### src/hw/frame_pkg.sv
// Frame classifier shared definitions
package frame_pkg;

    // host bus word width
    localparam int word_bits = 32;

    // largest payload length a header may announce, in words
    localparam int max_frame_words = 1024;

    // pixels packed into one payload word, lowest byte first
    localparam int pixels_per_word = word_bits / 8;

    // intensity buckets, one per output word
    localparam int num_buckets = 10;

    // pixel values covered by one bucket
    // bucket is value / 26, top bucket also absorbs 234..255
    localparam int bucket_width = 26;

    // width of one saturating bucket count
    localparam int count_bits = 16;

    // watchdog width, about one million idle cycles
    localparam int default_timeout_bits = 20;

    // one pixel from the unpacker to the histogram
    typedef struct packed {
        logic [7:0] value;
        // final pixel of the frame
        logic       last;
    } pixel_beat_t;

    // full frame result from the histogram to the serializer
    // counts[0] sits in the lowest bits
    typedef struct packed {
        logic [num_buckets-1:0][count_bits-1:0] counts;
    } histogram_t;

endpackage

### src/hw/inactivity_reset.sv
// Inactivity watchdog soft reset
`timescale 1ns/10ps

module inactivity_reset #(
    parameter int timeout_bits = frame_pkg::default_timeout_bits
) (
    input  logic clock,
    input  logic reset,
    // word accepted from the host
    input  logic in_fire,
    // word delivered downstream
    input  logic out_fire,
    output logic soft_reset
);

    // idle countdown, all ones means traffic just moved
    logic [timeout_bits-1:0] idle_count;

    always_ff @(posedge clock) begin
        if (reset || in_fire || out_fire) begin
            // full timeout window again
            idle_count <= '1;
        end else begin
            // zero wraps back to all ones, so the pulse lasts one cycle
            idle_count <= idle_count - 1'b1;
        end
    end

    // hard reset passes straight through
    // expiry of the idle window adds a one cycle pulse
    assign soft_reset = reset || (idle_count == '0);

endmodule

### src/hw/frame_unpacker.sv
// Length header parser and pixel unpacker
`timescale 1ns/10ps

module frame_unpacker (
    input  logic                           clock,
    input  logic                           reset,
    input  logic [frame_pkg::word_bits-1:0] in_data,
    input  logic                           in_valid,
    output logic                           in_ready,
    output frame_pkg::pixel_beat_t         pixel,
    output logic                           pixel_valid,
    input  logic                           pixel_ready
);

    import frame_pkg::*;

    // remaining counter must hold max_frame_words itself
    localparam int remaining_bits = $clog2(max_frame_words + 1);
    localparam int index_bits = $clog2(pixels_per_word);

    // payload words still expected, zero means next word is a header
    logic [remaining_bits-1:0] remaining;

    // one payload word being split into pixels
    logic [word_bits-1:0]  word_data;
    logic                  word_valid;
    logic                  word_is_final;
    logic [index_bits-1:0] byte_index;

    logic in_fire;
    logic beat_fire;
    logic final_beat_fire;
    logic header_ok;

    assign beat_fire = pixel_valid && pixel_ready;

    // fourth pixel leaves this cycle, buffer frees up
    assign final_beat_fire = beat_fire && (byte_index == index_bits'(pixels_per_word - 1));

    // a new word can land while the last pixel of the old one moves
    assign in_ready = !word_valid || final_beat_fire;
    assign in_fire = in_valid && in_ready;

    // zero or oversize headers are swallowed
    assign header_ok = (in_data != '0) && (in_data <= word_bits'(max_frame_words));

    always_ff @(posedge clock) begin
        if (reset) begin
            remaining <= '0;
            word_valid <= 1'b0;
            word_is_final <= 1'b0;
            byte_index <= '0;
        end else begin
            // pixel stepping first, a new word below overrides it
            if (beat_fire) begin
                byte_index <= byte_index + 1'b1;
                if (final_beat_fire) begin
                    word_valid <= 1'b0;
                end
            end

            if (in_fire) begin
                if (remaining == '0) begin
                    // header word
                    if (header_ok) begin
                        remaining <= in_data[remaining_bits-1:0];
                    end
                end else begin
                    // payload word into the buffer
                    word_data <= in_data;
                    word_valid <= 1'b1;
                    byte_index <= '0;
                    word_is_final <= (remaining == remaining_bits'(1));
                    remaining <= remaining - 1'b1;
                end
            end
        end
    end

    // lowest byte goes out first
    assign pixel.value = word_data[8*byte_index +: 8];

    // last only on the fourth pixel of the Nth word
    assign pixel.last = word_is_final && (byte_index == index_bits'(pixels_per_word - 1));

    assign pixel_valid = word_valid;

endmodule

### src/hw/intensity_histogram.sv
// Per frame intensity histogram
`timescale 1ns/10ps

module intensity_histogram (
    input  logic                   clock,
    input  logic                   reset,
    input  frame_pkg::pixel_beat_t pixel,
    input  logic                   pixel_valid,
    output logic                   pixel_ready,
    output frame_pkg::histogram_t  result,
    output logic                   result_valid,
    input  logic                   result_ready
);

    import frame_pkg::*;

    localparam int bucket_bits = $clog2(num_buckets);

    // running counts of the frame in progress
    histogram_t acc;

    // acc with the current pixel folded in
    histogram_t acc_next;

    logic [bucket_bits-1:0] bucket;
    logic [count_bits-1:0]  bucket_count;

    logic beat_fire;
    logic result_fire;

    // stall only while a finished result sits untaken
    assign pixel_ready = !result_valid || result_ready;
    assign beat_fire = pixel_valid && pixel_ready;
    assign result_fire = result_valid && result_ready;

    // bucket select by constant divide
    // 255 / 26 is 9, so 234..255 already land in the top bucket
    assign bucket = bucket_bits'(pixel.value / 8'(bucket_width));

    assign bucket_count = acc.counts[bucket];

    always_comb begin
        acc_next = acc;
        // saturate instead of wrapping
        if (beat_fire && (bucket_count != '1)) begin
            acc_next.counts[bucket] = bucket_count + 1'b1;
        end
    end

    always_ff @(posedge clock) begin
        if (reset) begin
            acc <= '0;
            result_valid <= 1'b0;
        end else begin
            if (beat_fire && pixel.last) begin
                // frame done, hand off and start the next one from zero
                acc <= '0;
                result_valid <= 1'b1;
            end else begin
                acc <= acc_next;
                if (result_fire) begin
                    result_valid <= 1'b0;
                end
            end
        end
    end

    // result holds until the serializer takes it
    always_ff @(posedge clock) begin
        if (beat_fire && pixel.last) begin
            result <= acc_next;
        end
    end

endmodule

### src/hw/result_serializer.sv
// Histogram result serializer
`timescale 1ns/10ps

module result_serializer (
    input  logic                            clock,
    input  logic                            reset,
    input  frame_pkg::histogram_t           result,
    input  logic                            result_valid,
    output logic                            result_ready,
    output logic [frame_pkg::word_bits-1:0] out_data,
    output logic                            out_valid,
    input  logic                            out_ready
);

    import frame_pkg::*;

    localparam int index_bits = $clog2(num_buckets);

    // captured histogram being sent
    histogram_t             held;
    logic                   held_valid;
    // bucket on the bus right now
    logic [index_bits-1:0]  bucket_index;

    logic result_fire;
    logic out_fire;

    // one histogram at a time
    assign result_ready = !held_valid;
    assign result_fire = result_valid && result_ready;
    assign out_fire = out_valid && out_ready;

    always_ff @(posedge clock) begin
        if (reset) begin
            held_valid <= 1'b0;
            bucket_index <= '0;
        end else if (result_fire) begin
            held_valid <= 1'b1;
            bucket_index <= '0;
        end else if (out_fire) begin
            if (bucket_index == index_bits'(num_buckets - 1)) begin
                // bucket nine gone, buffer free again
                held_valid <= 1'b0;
                bucket_index <= '0;
            end else begin
                bucket_index <= bucket_index + 1'b1;
            end
        end
    end

    always_ff @(posedge clock) begin
        if (result_fire) begin
            held <= result;
        end
    end

    assign out_valid = held_valid;

    // count zero extended to a full word
    assign out_data = word_bits'(held.counts[bucket_index]);

endmodule

### src/hw/frame_classifier_top.sv
// Frame classifier board top level
`timescale 1ns/10ps

module frame_classifier_top #(
    parameter int timeout_bits = frame_pkg::default_timeout_bits
) (
    input  logic                            clock,
    input  logic                            reset,
    input  logic [frame_pkg::word_bits-1:0] in_data,
    input  logic                            in_valid,
    output logic                            upstream_stall,
    output logic [frame_pkg::word_bits-1:0] out_data,
    output logic                            out_valid,
    input  logic                            downstream_stall
);

    import frame_pkg::*;

    // board stall pins against internal ready
    logic in_ready;
    logic out_ready;

    logic soft_reset;
    logic in_fire;
    logic out_fire;

    pixel_beat_t pixel;
    logic        pixel_valid;
    logic        pixel_ready;

    histogram_t result;
    logic       result_valid;
    logic       result_ready;

    assign upstream_stall = !in_ready;
    assign out_ready = !downstream_stall;

    // any traffic at either end keeps the watchdog quiet
    assign in_fire = in_valid && in_ready;
    assign out_fire = out_valid && out_ready;

    inactivity_reset #(.timeout_bits(timeout_bits)) watchdog0 (
        .clock(clock), .reset(reset),
        .in_fire(in_fire), .out_fire(out_fire),
        .soft_reset(soft_reset)
    );

    frame_unpacker unpacker0 (
        .clock(clock), .reset(soft_reset),
        .in_data(in_data), .in_valid(in_valid), .in_ready(in_ready),
        .pixel(pixel), .pixel_valid(pixel_valid), .pixel_ready(pixel_ready)
    );

    // stands in for the classifier model
    intensity_histogram histogram0 (
        .clock(clock), .reset(soft_reset),
        .pixel(pixel), .pixel_valid(pixel_valid), .pixel_ready(pixel_ready),
        .result(result), .result_valid(result_valid), .result_ready(result_ready)
    );

    result_serializer serializer0 (
        .clock(clock), .reset(soft_reset),
        .result(result), .result_valid(result_valid), .result_ready(result_ready),
        .out_data(out_data), .out_valid(out_valid), .out_ready(out_ready)
    );

endmodule

### config.mk
export PLATFORM = sky130hd
export DESIGN_NAME = frame_classifier_top
export DESIGN_NICKNAME = d
export VERILOG_FILES = /design/src/hw/frame_pkg.sv /design/src/hw/inactivity_reset.sv /design/src/hw/frame_unpacker.sv /design/src/hw/intensity_histogram.sv /design/src/hw/result_serializer.sv /design/src/hw/frame_classifier_top.sv
export SDC_FILE = /design/constraint.sdc
export NUM_CORES = 1
export LEC_CHECK = 0
export BUFFER_PORTS_ARGS = -buffer_cell sky130_fd_sc_hd__buf_2
export CAP_MARGIN = 40
export CORE_AREA = 2 2 210 212
export CTS_BUF_LIST = sky130_fd_sc_hd__clkbuf_4 sky130_fd_sc_hd__clkbuf_8
export DETAILED_ROUTE_END_ITERATION = 6
export DIE_AREA = 0 0 212 214
export PLACE_DENSITY = 0.79
export SYNTH_ARGS = -nofsm -noshare
export SYNTH_HDL_FRONTEND = slang
export SYNTH_SLANG_ARGS = --single-unit
export TNS_END_PERCENT = 1
### constraint.sdc
create_clock -name clock -period 8.8 [get_ports clock]
set_input_delay 1.76 -clock clock [delete_from_list [all_inputs] [get_ports clock]]
set_output_delay 1.76 -clock clock [all_outputs]
set_load 0.01 [all_outputs]
# ---- After elaboration in Yosys (flattened, before gate mapping)
# Cells that the tools add are included.
dict set report word_totals {
  ff_bits 553
  latchBits 0
  ram_bits 0
  mem_bits_ro 0
  input_bits 36
  output_inout_bits 34
  word_cells 112
  memories 0
}
dict set report op_classes {
  add_sub_neg 5
  mul 0
  div_mod_pow 1
  magnitude_cmp 4
  eq_ne 5
  shift 1
  mux 23
  n_bitwise 2
  n_reduce_logical 32
}
# operator n
set op_table {}
lappend op_table {{bitwise mux 160 bit} 1}
lappend op_table {{2-to-1 mux 160 bit} 1}
lappend op_table {{binary-select mux 16 bit (select 4 bit)} 2}
lappend op_table {{demux 16 bit (select 4 bit)} 1}
lappend op_table {{2-to-1 mux 16 bit} 3}
lappend op_table {{less-or-equal comparator 32 x 11 -> 1 bit, second input constant} 1}
lappend op_table {{nonzero test 32 bit} 1}
lappend op_table {{variable part select 32 x 6 -> 8 bit} 1}
lappend op_table {{2-to-1 mux 11 bit} 2}
lappend op_table {{zero test 20 bit} 1}
lappend op_table {{subtractor 20 x 1 -> 20 bit, second input constant} 1}
lappend op_table {{adder 16 x 1 -> 16 bit, second input constant} 1}
lappend op_table {{inequality test 16 bit, second input constant} 1}
lappend op_table {{equality test 11 x 1 -> 1 bit, second input constant} 1}
lappend op_table {{zero test 11 bit} 1}
lappend op_table {{subtractor 11 x 1 -> 11 bit, second input constant} 1}
lappend op_table {{logical AND 1 bit} 10}
lappend op_table {{less-than comparator 4 x 5 -> 1 bit, second input constant} 2}
lappend op_table {{2-to-1 mux 1 bit} 9}
lappend op_table {{divider 8 x 5 -> 8 bit, second input constant} 1}
lappend op_table {{2-to-1 mux 2 bit} 3}
lappend op_table {{AND reduction 2 bit} 3}
lappend op_table {{nonzero test 2 bit} 3}
lappend op_table {{zero test 1 bit} 5}
lappend op_table {{11 further kinds} 17}

# ---- Logic depth before layout (Yosys ltp)
# Gate-level depths: netlist of run 1.
dict set report depth {
  depth_word 8
  depth_mapped 22
  ltp_nobuf 15
}

# ---- Modules after synthesis
# A second synthesis of run 1 with hierarchy kept.
dict set report hier_totals {
  hier_cells 2013
  hier_area_um2 24415.9
}
# module n_inst cells_per_inst area_each_um2 seq_area_each_um2
set modules_own_cells {}
lappend modules_own_cells {intensity_histogram 1 1400 14721.6 8027.7}
lappend modules_own_cells {result_serializer 1 339 6605.1 4904.7}
lappend modules_own_cells {frame_unpacker 1 166 2147.1 1261.2}
lappend modules_own_cells {inactivity_reset 1 104 922.1 400.4}
lappend modules_own_cells {frame_classifier_top 1 4 20.0 0.0}

# ---- Least setup slack after synthesis of run 1
# Ideal clock, no wire load.
dict set report synth_timing {
  path_type {register -> register}
  from {reg serializer0.held_valid (netlist: serializer0.out_valid)}
  to {reg serializer0.bucket_index[0]}
  setup_ps 125
  arrival_ps 8318
  required_ps 8675
  setup_slack_ps 357
  stages_incl_launch_ff 4
  path_buffers 0
  synth_period_minus_slack_ps 8443
  path_cell_list {dfxtp_1 > nor2b_1 > or2_2 > nor2_1}
}
dict set report synth_between {
  elab_chain_cells 3
  word_cells_on_any_way 4
  cone_classes {reduce/logical (4)}
}
# element line_no
set synth_lines {}
lappend synth_lines {{from (decl)} result_serializer.sv:21} ;# logic held_valid;
lappend synth_lines {{from (signal assigned)} result_serializer.sv:35} ;# held_valid <= 1'b0;
lappend synth_lines {{from (signal assigned)} result_serializer.sv:38} ;# held_valid <= 1'b1;
lappend synth_lines {{from (signal assigned)} result_serializer.sv:43} ;# held_valid <= 1'b0;
lappend synth_lines {{zero test 1 bit} result_serializer.sv:29} ;# assign result_ready = !held_valid;
lappend synth_lines {{logical AND 1 bit} n/a}
lappend synth_lines {{via histogram0.result_fire} intensity_histogram.sv:29} ;# logic result_fire;
lappend synth_lines {{OR reduction 2 bit (no line)} n/a}
lappend synth_lines {{to (signal assigned)} result_serializer.sv:46} ;# bucket_index <= bucket_index + 1'b1;
lappend synth_lines {{to (decl)} result_serializer.sv:23} ;# logic [index_bits-1:0] bucket_index;
# The timed path passes the listed nets, and every way through them passes these cells.
# A chain may end at the register's enable or synchronous reset.

==> metrics.md, run 1 <==
| Metric | Value |
|---|---|
| Status | `finished with violations` |
| Failing checks | `DRC` |
| Clock sinks | `549` |
| Slew headroom | `0.184` |
| Diodes inserted | `0` |
| RR Startpoint | `unpacker0.byte_index[0]` |
| Worst-Margin Slew | `1220 ps` |
| I/O pin count | `70` |
| CTS root buf | `clkbuf_8` |
| Pre-antenna DRT Iters | `7` |
| Power Density | `341 nW/um2` |
| Clock Latency Late Sink | `660 ps` |
| Kind of critical path | `reg2reg` |
| Leak pwr | `9.00 nW` |
| Ys async rst share | `0` |
| Cell area after synthesis | `~23000 um2` |
| Post-CTS setup buffers | `0` |
| CP endpoint kind | `flop` |
| CP Data Required Time | `9150 ps` |
| Area contributors post-synth | `edfxtp_1 (45%), dfxtp_1 (17%), mux4_2 (3.6%), mux2_2 (3.4%), mux2_4 (3.1%)` |
| Setup TNS | `0 ps` |
| Worst VDD drop | `255 uV` |
| RSZ-0062 raised after global routing | `false` |
| Final HPWL DP | `36700 um` |
| Drc violations | `2` |
| Final worst path period need | `7400 ps` |
| Sequential cell area | `14500 um2` |
| Crit. Startpoint | `unpacker0.byte_index[0]` |
| Max Clk Rate | `0.135 GHz` |
| Area growth syn-to-layout | `11.9%` |
| Final setup fails | `0` |
| RePlAce Congestion | `0.904` |
| Clk buf depth | `3` |
| Via count | `between 15000 and 20000` |
| Global Route Usage Sum | `0.254` |
| Post-DP Area | `24400 um2` |
| Post-synth top flop | `edfxtp_1` |
| Die height | `214 um` |
| Hold Path Cell Cnt | `1` |
| Worst Clk Skew | `31.6 ps` |
| Detailed Route WL | `57600 um` |
| Core Region | `42900 um2` |
| Post-synth top cells | `edfxtp_1 (348), dfxtp_1 (201), nand2_1 (132)` |
| Synth cell types | `around 110` |
| Wirelength per Cell | `23.0 um` |
| Multi-input logic area | `~8300 um2` |
| Final Util | `0.610` |
| Vias in the first global route | `15300` |
| CTS tree | `built` |
| Number of flops mapped to enable cells by yosys | `348` |
| Routed vias/inst | `6.12` |
| Top cell type's share of synthesized area | `0.447` |
| # hold bufs at CTS | `0` |
| Post-synth top area cell | `edfxtp_1` |
| Startpoint Class | `flop` |
| Total gr overflow | `0` |
| Most common cell in the netlist | `edfxtp_1` |
| Synthesized instance count | `1765` |
| Initial core utilization | `0.546` |
| Worst hold path startpoint | `watchdog0.idle_count[0]` |
| Fin crit share | `0.841` |
| Initial antenna violation count | `0` |
| Nets | `1887` |
| Post-synthesis sequential area ratio | `0.619` |
| Worst Path Max Fanout | `26` |
| Syn. warnings | `0` |
| Pins Over Slew Limit | `0` |
| Fill cells | `about 3200` |
| Power, Total | `~8.9 mW` |
| Die Span X | `about 210 um` |
| Die area | `45400 um2` |
| Final hold vios | `0` |
| Clk slew on worst S/H paths | `~60 ps` |
| Post-Layout Inst Area | `26200 um2` |
| Global-route wire length before repair | `88000 um` |
| Post_cts resized | `0` |
| Port Buf Inserts | `between 50 and 60` |
| Maxcap violations | `0` |
| TritonCTS Buffers | `85` |
| Largest net degree at the start of global routing | `162` |
| H-Tree Depth | `3` |
| Antenna-violating nets left | `0` |
| CP Data Arrival Time | `7750 ps` |
| Hold Path Class | `reg2reg` |
| Post-synthesis area per instance | `13.3 um2` |
| Layout cells sized above 1 | `0.241` |
| Seq cells post-synth | `549` |
| Initial DRC Count | `1967` |
| R2r worst-path depth | `15` |
| Rows | `76` |
[flip-flops by register name (all words and copies together), names as in the netlist]
register / cells
histogram0.acc: 160
serializer0.held: 160
unpacker0.word_data: 28
unpacker0.byte_index: 2
histogram0.result: 160
unpacker0.pixel_valid: 1
unpacker0.word_is_final: 1
serializer0.out_valid: 1
serializer0.bucket_index: 4
unpacker0.remaining: 11
histogram0.result_valid: 1
watchdog0.idle_count: 20
[cell usage in the layout, fill, tap and decap left out, drive strengths merged, types with 39 or more instances in the layout]
cell and n:
mux2 119, a21oi 85, o21ai 41, edfxtp 348, clkbuf 136, mux2i 66
buf 92, nand2 135, mux4 39, nor2 96, and2 112, dfxtp 201
nand3 40, nor3 93
[report_power, final]
part	internal (mW)	leakage [nW]	switching (mW)
Clock	1.22	0.960	0.991
Combinational	1.17	3.35	2.55
Sequential	2.90	4.69	0.0937
[area by class of cell]
cell class	instances	area share
Clock buffer	134	0.0626
Sequential cell	549	0.553
Multi-Input combinational cell	1099	0.317
Inverter	16	0.00249
Tap cell	585	0.0280
Timing Repair Buffer	95	0.0306
Clock inverter	23	0.00569
[per-layer routing]
metal  share of wire  up-vias  global-route usage
li1                -     6787                   -
met1            0.39     7458               0.334
met2            0.47      876               0.406
met3           0.090      187              0.0528
met4           0.045        0               0.117
met5               0        -                   0
[final timing paths]
| check | slack [ps] | end |
|---|---|---|
| worst min register to register | 400 | watchdog0.idle_count[0] |
| worst max-delay path | 1400 | histogram0.result[16] |
| worst min-delay path | 400 | watchdog0.idle_count[0] |
| worst max register to register | 1400 | histogram0.result[16] |
[logic make-up (layout without fill, tap and decap cells)]
family / count (synthesis) / after routing / share of synthesized area
AO/OA/AOI/OAI: 267 / 267 / 0.0813
XOR/XNOR: 34 / 34 / 0.0134
adder cells (fa/ha/maj): 5 / 5 / 0.00267
buffers and inverters: 132 / 268 / 0.0308
flip-flops: 549 / 549 / 0.619
multiplexers: 224 / 224 / 0.131
other: 1 / 16 / 0.000160
AND/OR/NAND/NOR: 553 / 553 / 0.122
[stage by stage]
step,cells,setup WS [ps],hold WS (ps)
final,2501,1400,399
after global routing,2501,1230,404
after global placement,2324,1480,378
after floorplan,1780,357,371
after detailed placement,2342,1740,384
after CTS,2499,1660,397
[critical path, stage by stage (launching register included)]
cell and delay, ps:
dfxtp_1 630, mux4_1 960, nand3b_1 310, a2bb2oi_2 630
nand4_1 380, o311a_1 370, a21oi_4 700, buf_4 310
mux2i_1 470, nor3b_1 450, o21a_1 200, and3_1 710
a211oi_4 290, buf_4 340, a21oi_1 220, a31oi_1 100
(Power assumes the default switching activity.)
==> inputs of run 2 (changes only) <==
--- a/config.mk
+++ b/config.mk
@@ -5,13 +5,14 @@
 export SDC_FILE = /design/constraint.sdc
 export NUM_CORES = 1
 export LEC_CHECK = 0
+export ABC_AREA = 1
 export BUFFER_PORTS_ARGS = -buffer_cell sky130_fd_sc_hd__buf_2
 export CAP_MARGIN = 40
-export CORE_AREA = 2 2 210 212
+export CORE_AREA = 2 2 211 213
 export CTS_BUF_LIST = sky130_fd_sc_hd__clkbuf_4 sky130_fd_sc_hd__clkbuf_8
 export DETAILED_ROUTE_END_ITERATION = 6
-export DIE_AREA = 0 0 212 214
-export PLACE_DENSITY = 0.79
+export DIE_AREA = 0 0 213 215
+export PLACE_DENSITY = 0.76
 export SYNTH_ARGS = -nofsm -noshare
 export SYNTH_HDL_FRONTEND = slang
 export SYNTH_SLANG_ARGS = --single-unit
==> constraint.sdc (replaced) <==
create_clock -name clock -period 6.81 [get_ports clock]
set_input_delay 1.362 -clock clock [delete_from_list [all_inputs] [get_ports clock]]
set_output_delay 1.362 -clock clock [all_outputs]
set_load 0.01 [all_outputs]
==> run 2 against run 1 <==
Effect of this change: the flow still finishes with violations (DRC); non-clock buffer count fell by 8; fmax rose by 20%; core utilization fell by 0.97 points; global-route usage rose by 3.0 points; sequential power rose by 32%; clock power rose by 29%; power rose by 40%; hold slack barely moved; largest cell class unchanged.
==> metrics.md, run 2 <==
| Metric | Value |
|---|---|
| Post-synth top flop | `edfxtp_1` |
| Wirelength per Cell | `19.4 um` |
| Clk buf depth | `3` |
| Clock sinks | `549` |
| Slowest Stage Delay on Critical Path | `roughly 660 ps` |
| Power, Total | `roughly 13 mW` |
| Final hold slack | `approximately 400 ps` |
| Top cell type's share of synthesized area | `0.441` |
| Area contributors post-synth | `edfxtp_1 (44%), dfxtp_1 (17%), nand2_1 (13%), inv_1 (3.8%), nor2_1 (3.5%)` |
| Most frequent CP cell | `nand2_1` |
| Final worst path period need | `6150 ps` |
| Worst Path Max Fanout | `32` |
| Hold Path Cell Cnt | `0` |
| Status | `finished with violations` |
| Kind of critical path | `reg2reg` |
| CP endpoint kind | `flop` |
| Non-Filler Instances | `3313` |
| Initial core utilization | `0.543` |
| Area growth syn-to-layout | `10.6%` |
| Worst hold endpoint | `serializer0.held[26]` |
| Post-synthesis area per instance | `9.19 um2` |
| Synth cell types | `54` |
| Setup TNS | `0 ps` |
| Syn. warnings | `0` |
| Global Route Usage Sum | `0.284` |
| Largest net degree at the start of global routing | `161` |
| Die area | `45800 um2` |
| Synthesized instance count | `2579` |
| Post-Layout Inst Area | `26200 um2` |
| Total gr overflow | `0` |
| Post-synthesis sequential area ratio | `0.611` |
| RR Startpoint | `unpacker0.byte_index[0]` |
| Final setup fails | `0` |
| Cells after DPL | `~3100` |
| Startpoint Class | `flop` |
| Top flop regs | `histogram0.acc x160, histogram0.result x160, serializer0.held x160` |
| Setup WS pre-CTS | `between 700 and 800 ps` |
| Multi-input logic area | `7660 um2` |
| Layout cells sized above 1 | `0.114` |
| Number of flops mapped to enable cells by yosys | `348` |
| R2r worst-path depth | `33` |
| Core Region | `43600 um2` |
| Ys async rst share | `0` |
| Routed vias/inst | `about 5.6` |
| Detailed Route WL | `about 64000 um` |
| Slew headroom | `0.136` |
| Fill cells | `3702` |
| Post_cts resized | `0` |
| Worst hold path startpoint | `histogram0.result[26]` |
| Port Buf Inserts | `53` |
| Post-DP Area | `24400 um2` |
| # hold bufs at CTS | `0` |
| Final WS setup | `around 660 ps` |
| Worst Clk Skew | `36.9 ps` |
| Seq cells post-synth | `between 500 and 600` |
| Maxcap violations | `0` |
| Pins Over Slew Limit | `0` |
| Power Density | `478 nW/um2` |
| CTS tree | `built` |
| Initial DRC Count | `2268` |
| Pre-antenna DRT Iters | `7` |
| R2r endpoint | `histogram0.result[101]` |
| Initial antenna violation count | `2` |
| Drc violations | `1` |
| Final HPWL DP | `43500 um` |
| Slack of the worst reg-to-reg path | `660 ps` |
| I/O pin count | `70` |
| CP Data Arrival Time | `about 6600 ps` |
| Worst-Margin Slew | `1300 ps` |
| Fin crit share | `0.904` |
| RePlAce Congestion | `roughly 1` |
| Die Span X | `213 um` |
| Post-CTS setup buffers | `0` |
| Most common cell after layout, fill and taps aside | `nand2_1` |
| Sequential cell area | `14500 um2` |
| Cell area after synthesis | `23700 um2` |
| Leak pwr | `around 11 nW` |
| Failing checks | `DRC` |
| Die height | `215 um` |
| CTS root buf | `clkbuf_8` |
| RSZ-0062 raised after global routing | `false` |
| Final hold vios | `0` |
| Antenna-violating nets left | `0` |
| Nets | `2687` |
| Rows | `77` |
| Most common cell in the netlist | `nand2_1` |
| Via count | `about 18000` |
| TritonCTS Buffers | `87` |
| Clock Latency Late Sink | `680 ps` |
| Max Clk Rate | `0.162 GHz` |
| Most frequent cells in the layout | `nand2_1 (832), edfxtp_1 (348), inv_1 (235)` |
| Crit path max-delay cell type | `dfxtp_1` |
| Hold Path Class | `reg2reg` |
| Worst VDD drop | `415 uV` |
| Global-route wire length before repair | `98600 um` |
| Post-synth top cells | `nand2_1 (833), edfxtp_1 (348), inv_1 (238)` |
| H-Tree Depth | `3` |
| Vias in the first global route | `17600` |
| Clk slew on worst S/H paths | `60 ps` |
| Final Util | `0.600` |
| Post-synth top area cell | `edfxtp_1` |
| CP Data Required Time | `roughly 7200 ps` |
-- run 2: cell type report --
cell class,instances,area share
Clock inverter,31,0.00702
Multi-Input combinational cell,1660,0.292
Antenna cell,1,0.0000955
Sequential cell,549,0.552
Inverter,261,0.0376
Tap cell,592,0.0283
Timing Repair Buffer,87,0.0208
Clock buffer,132,0.0614
-- run 2: worst max-delay path by stage --
stage	from	to	slack, ps	cells after the start
after floorplan	unpacker0.byte_index[1]	histogram0.acc[137]	1060	8
after global placement	unpacker0.byte_index[0]	histogram0.result[7]	1000	32
after detailed placement	unpacker0.byte_index[0]	histogram0.result[115]	720	33
after CTS	unpacker0.byte_index[0]	histogram0.result[37]	700	33
after global routing	unpacker0.byte_index[0]	histogram0.result[37]	130	35
final	unpacker0.byte_index[0]	histogram0.result[101]	660	33
-- run 2: worst max-delay path, delay by kind of cell (launching register included) --
kind                   cells  cell delay, ps
buffers and inverters      4            1210
AND/OR/NAND/NOR           29            4000
flip-flops                 1             660
-- run 2: cell families (layout without fill, tap and decap cells) --
family                     after synthesis  after routing  synth area share
DFF                                    549            549             0.611
and+or+nand+nor                       1317           1317             0.236
AOI/OAI and AO/OA                      314            314            0.0776
xor gates and xnor gates                 8              8           0.00327
adders and majority gates                5              5           0.00264
other                                    1             17          0.000158
buffers and inverters                  385            511            0.0698
-- run 2: report_power, final --
part | internal (mW) | total (mW) | switching, mW
sequential | 3.82 | 3.95 | 0.138
clock | 1.56 | 2.86 | 1.30
combinational | 1.36 | 5.72 | 4.36
-- run 2: metal layers --
layer,share of wire,routed length (um),track usage,vias up
met2,0.44,28600,0.429,983
li1,-,-,-,8675
met5,0,0,0,-
met4,0.028,1790,0.103,0
met1,0.41,26600,0.401,8682
met3,0.11,7350,0.0674,127
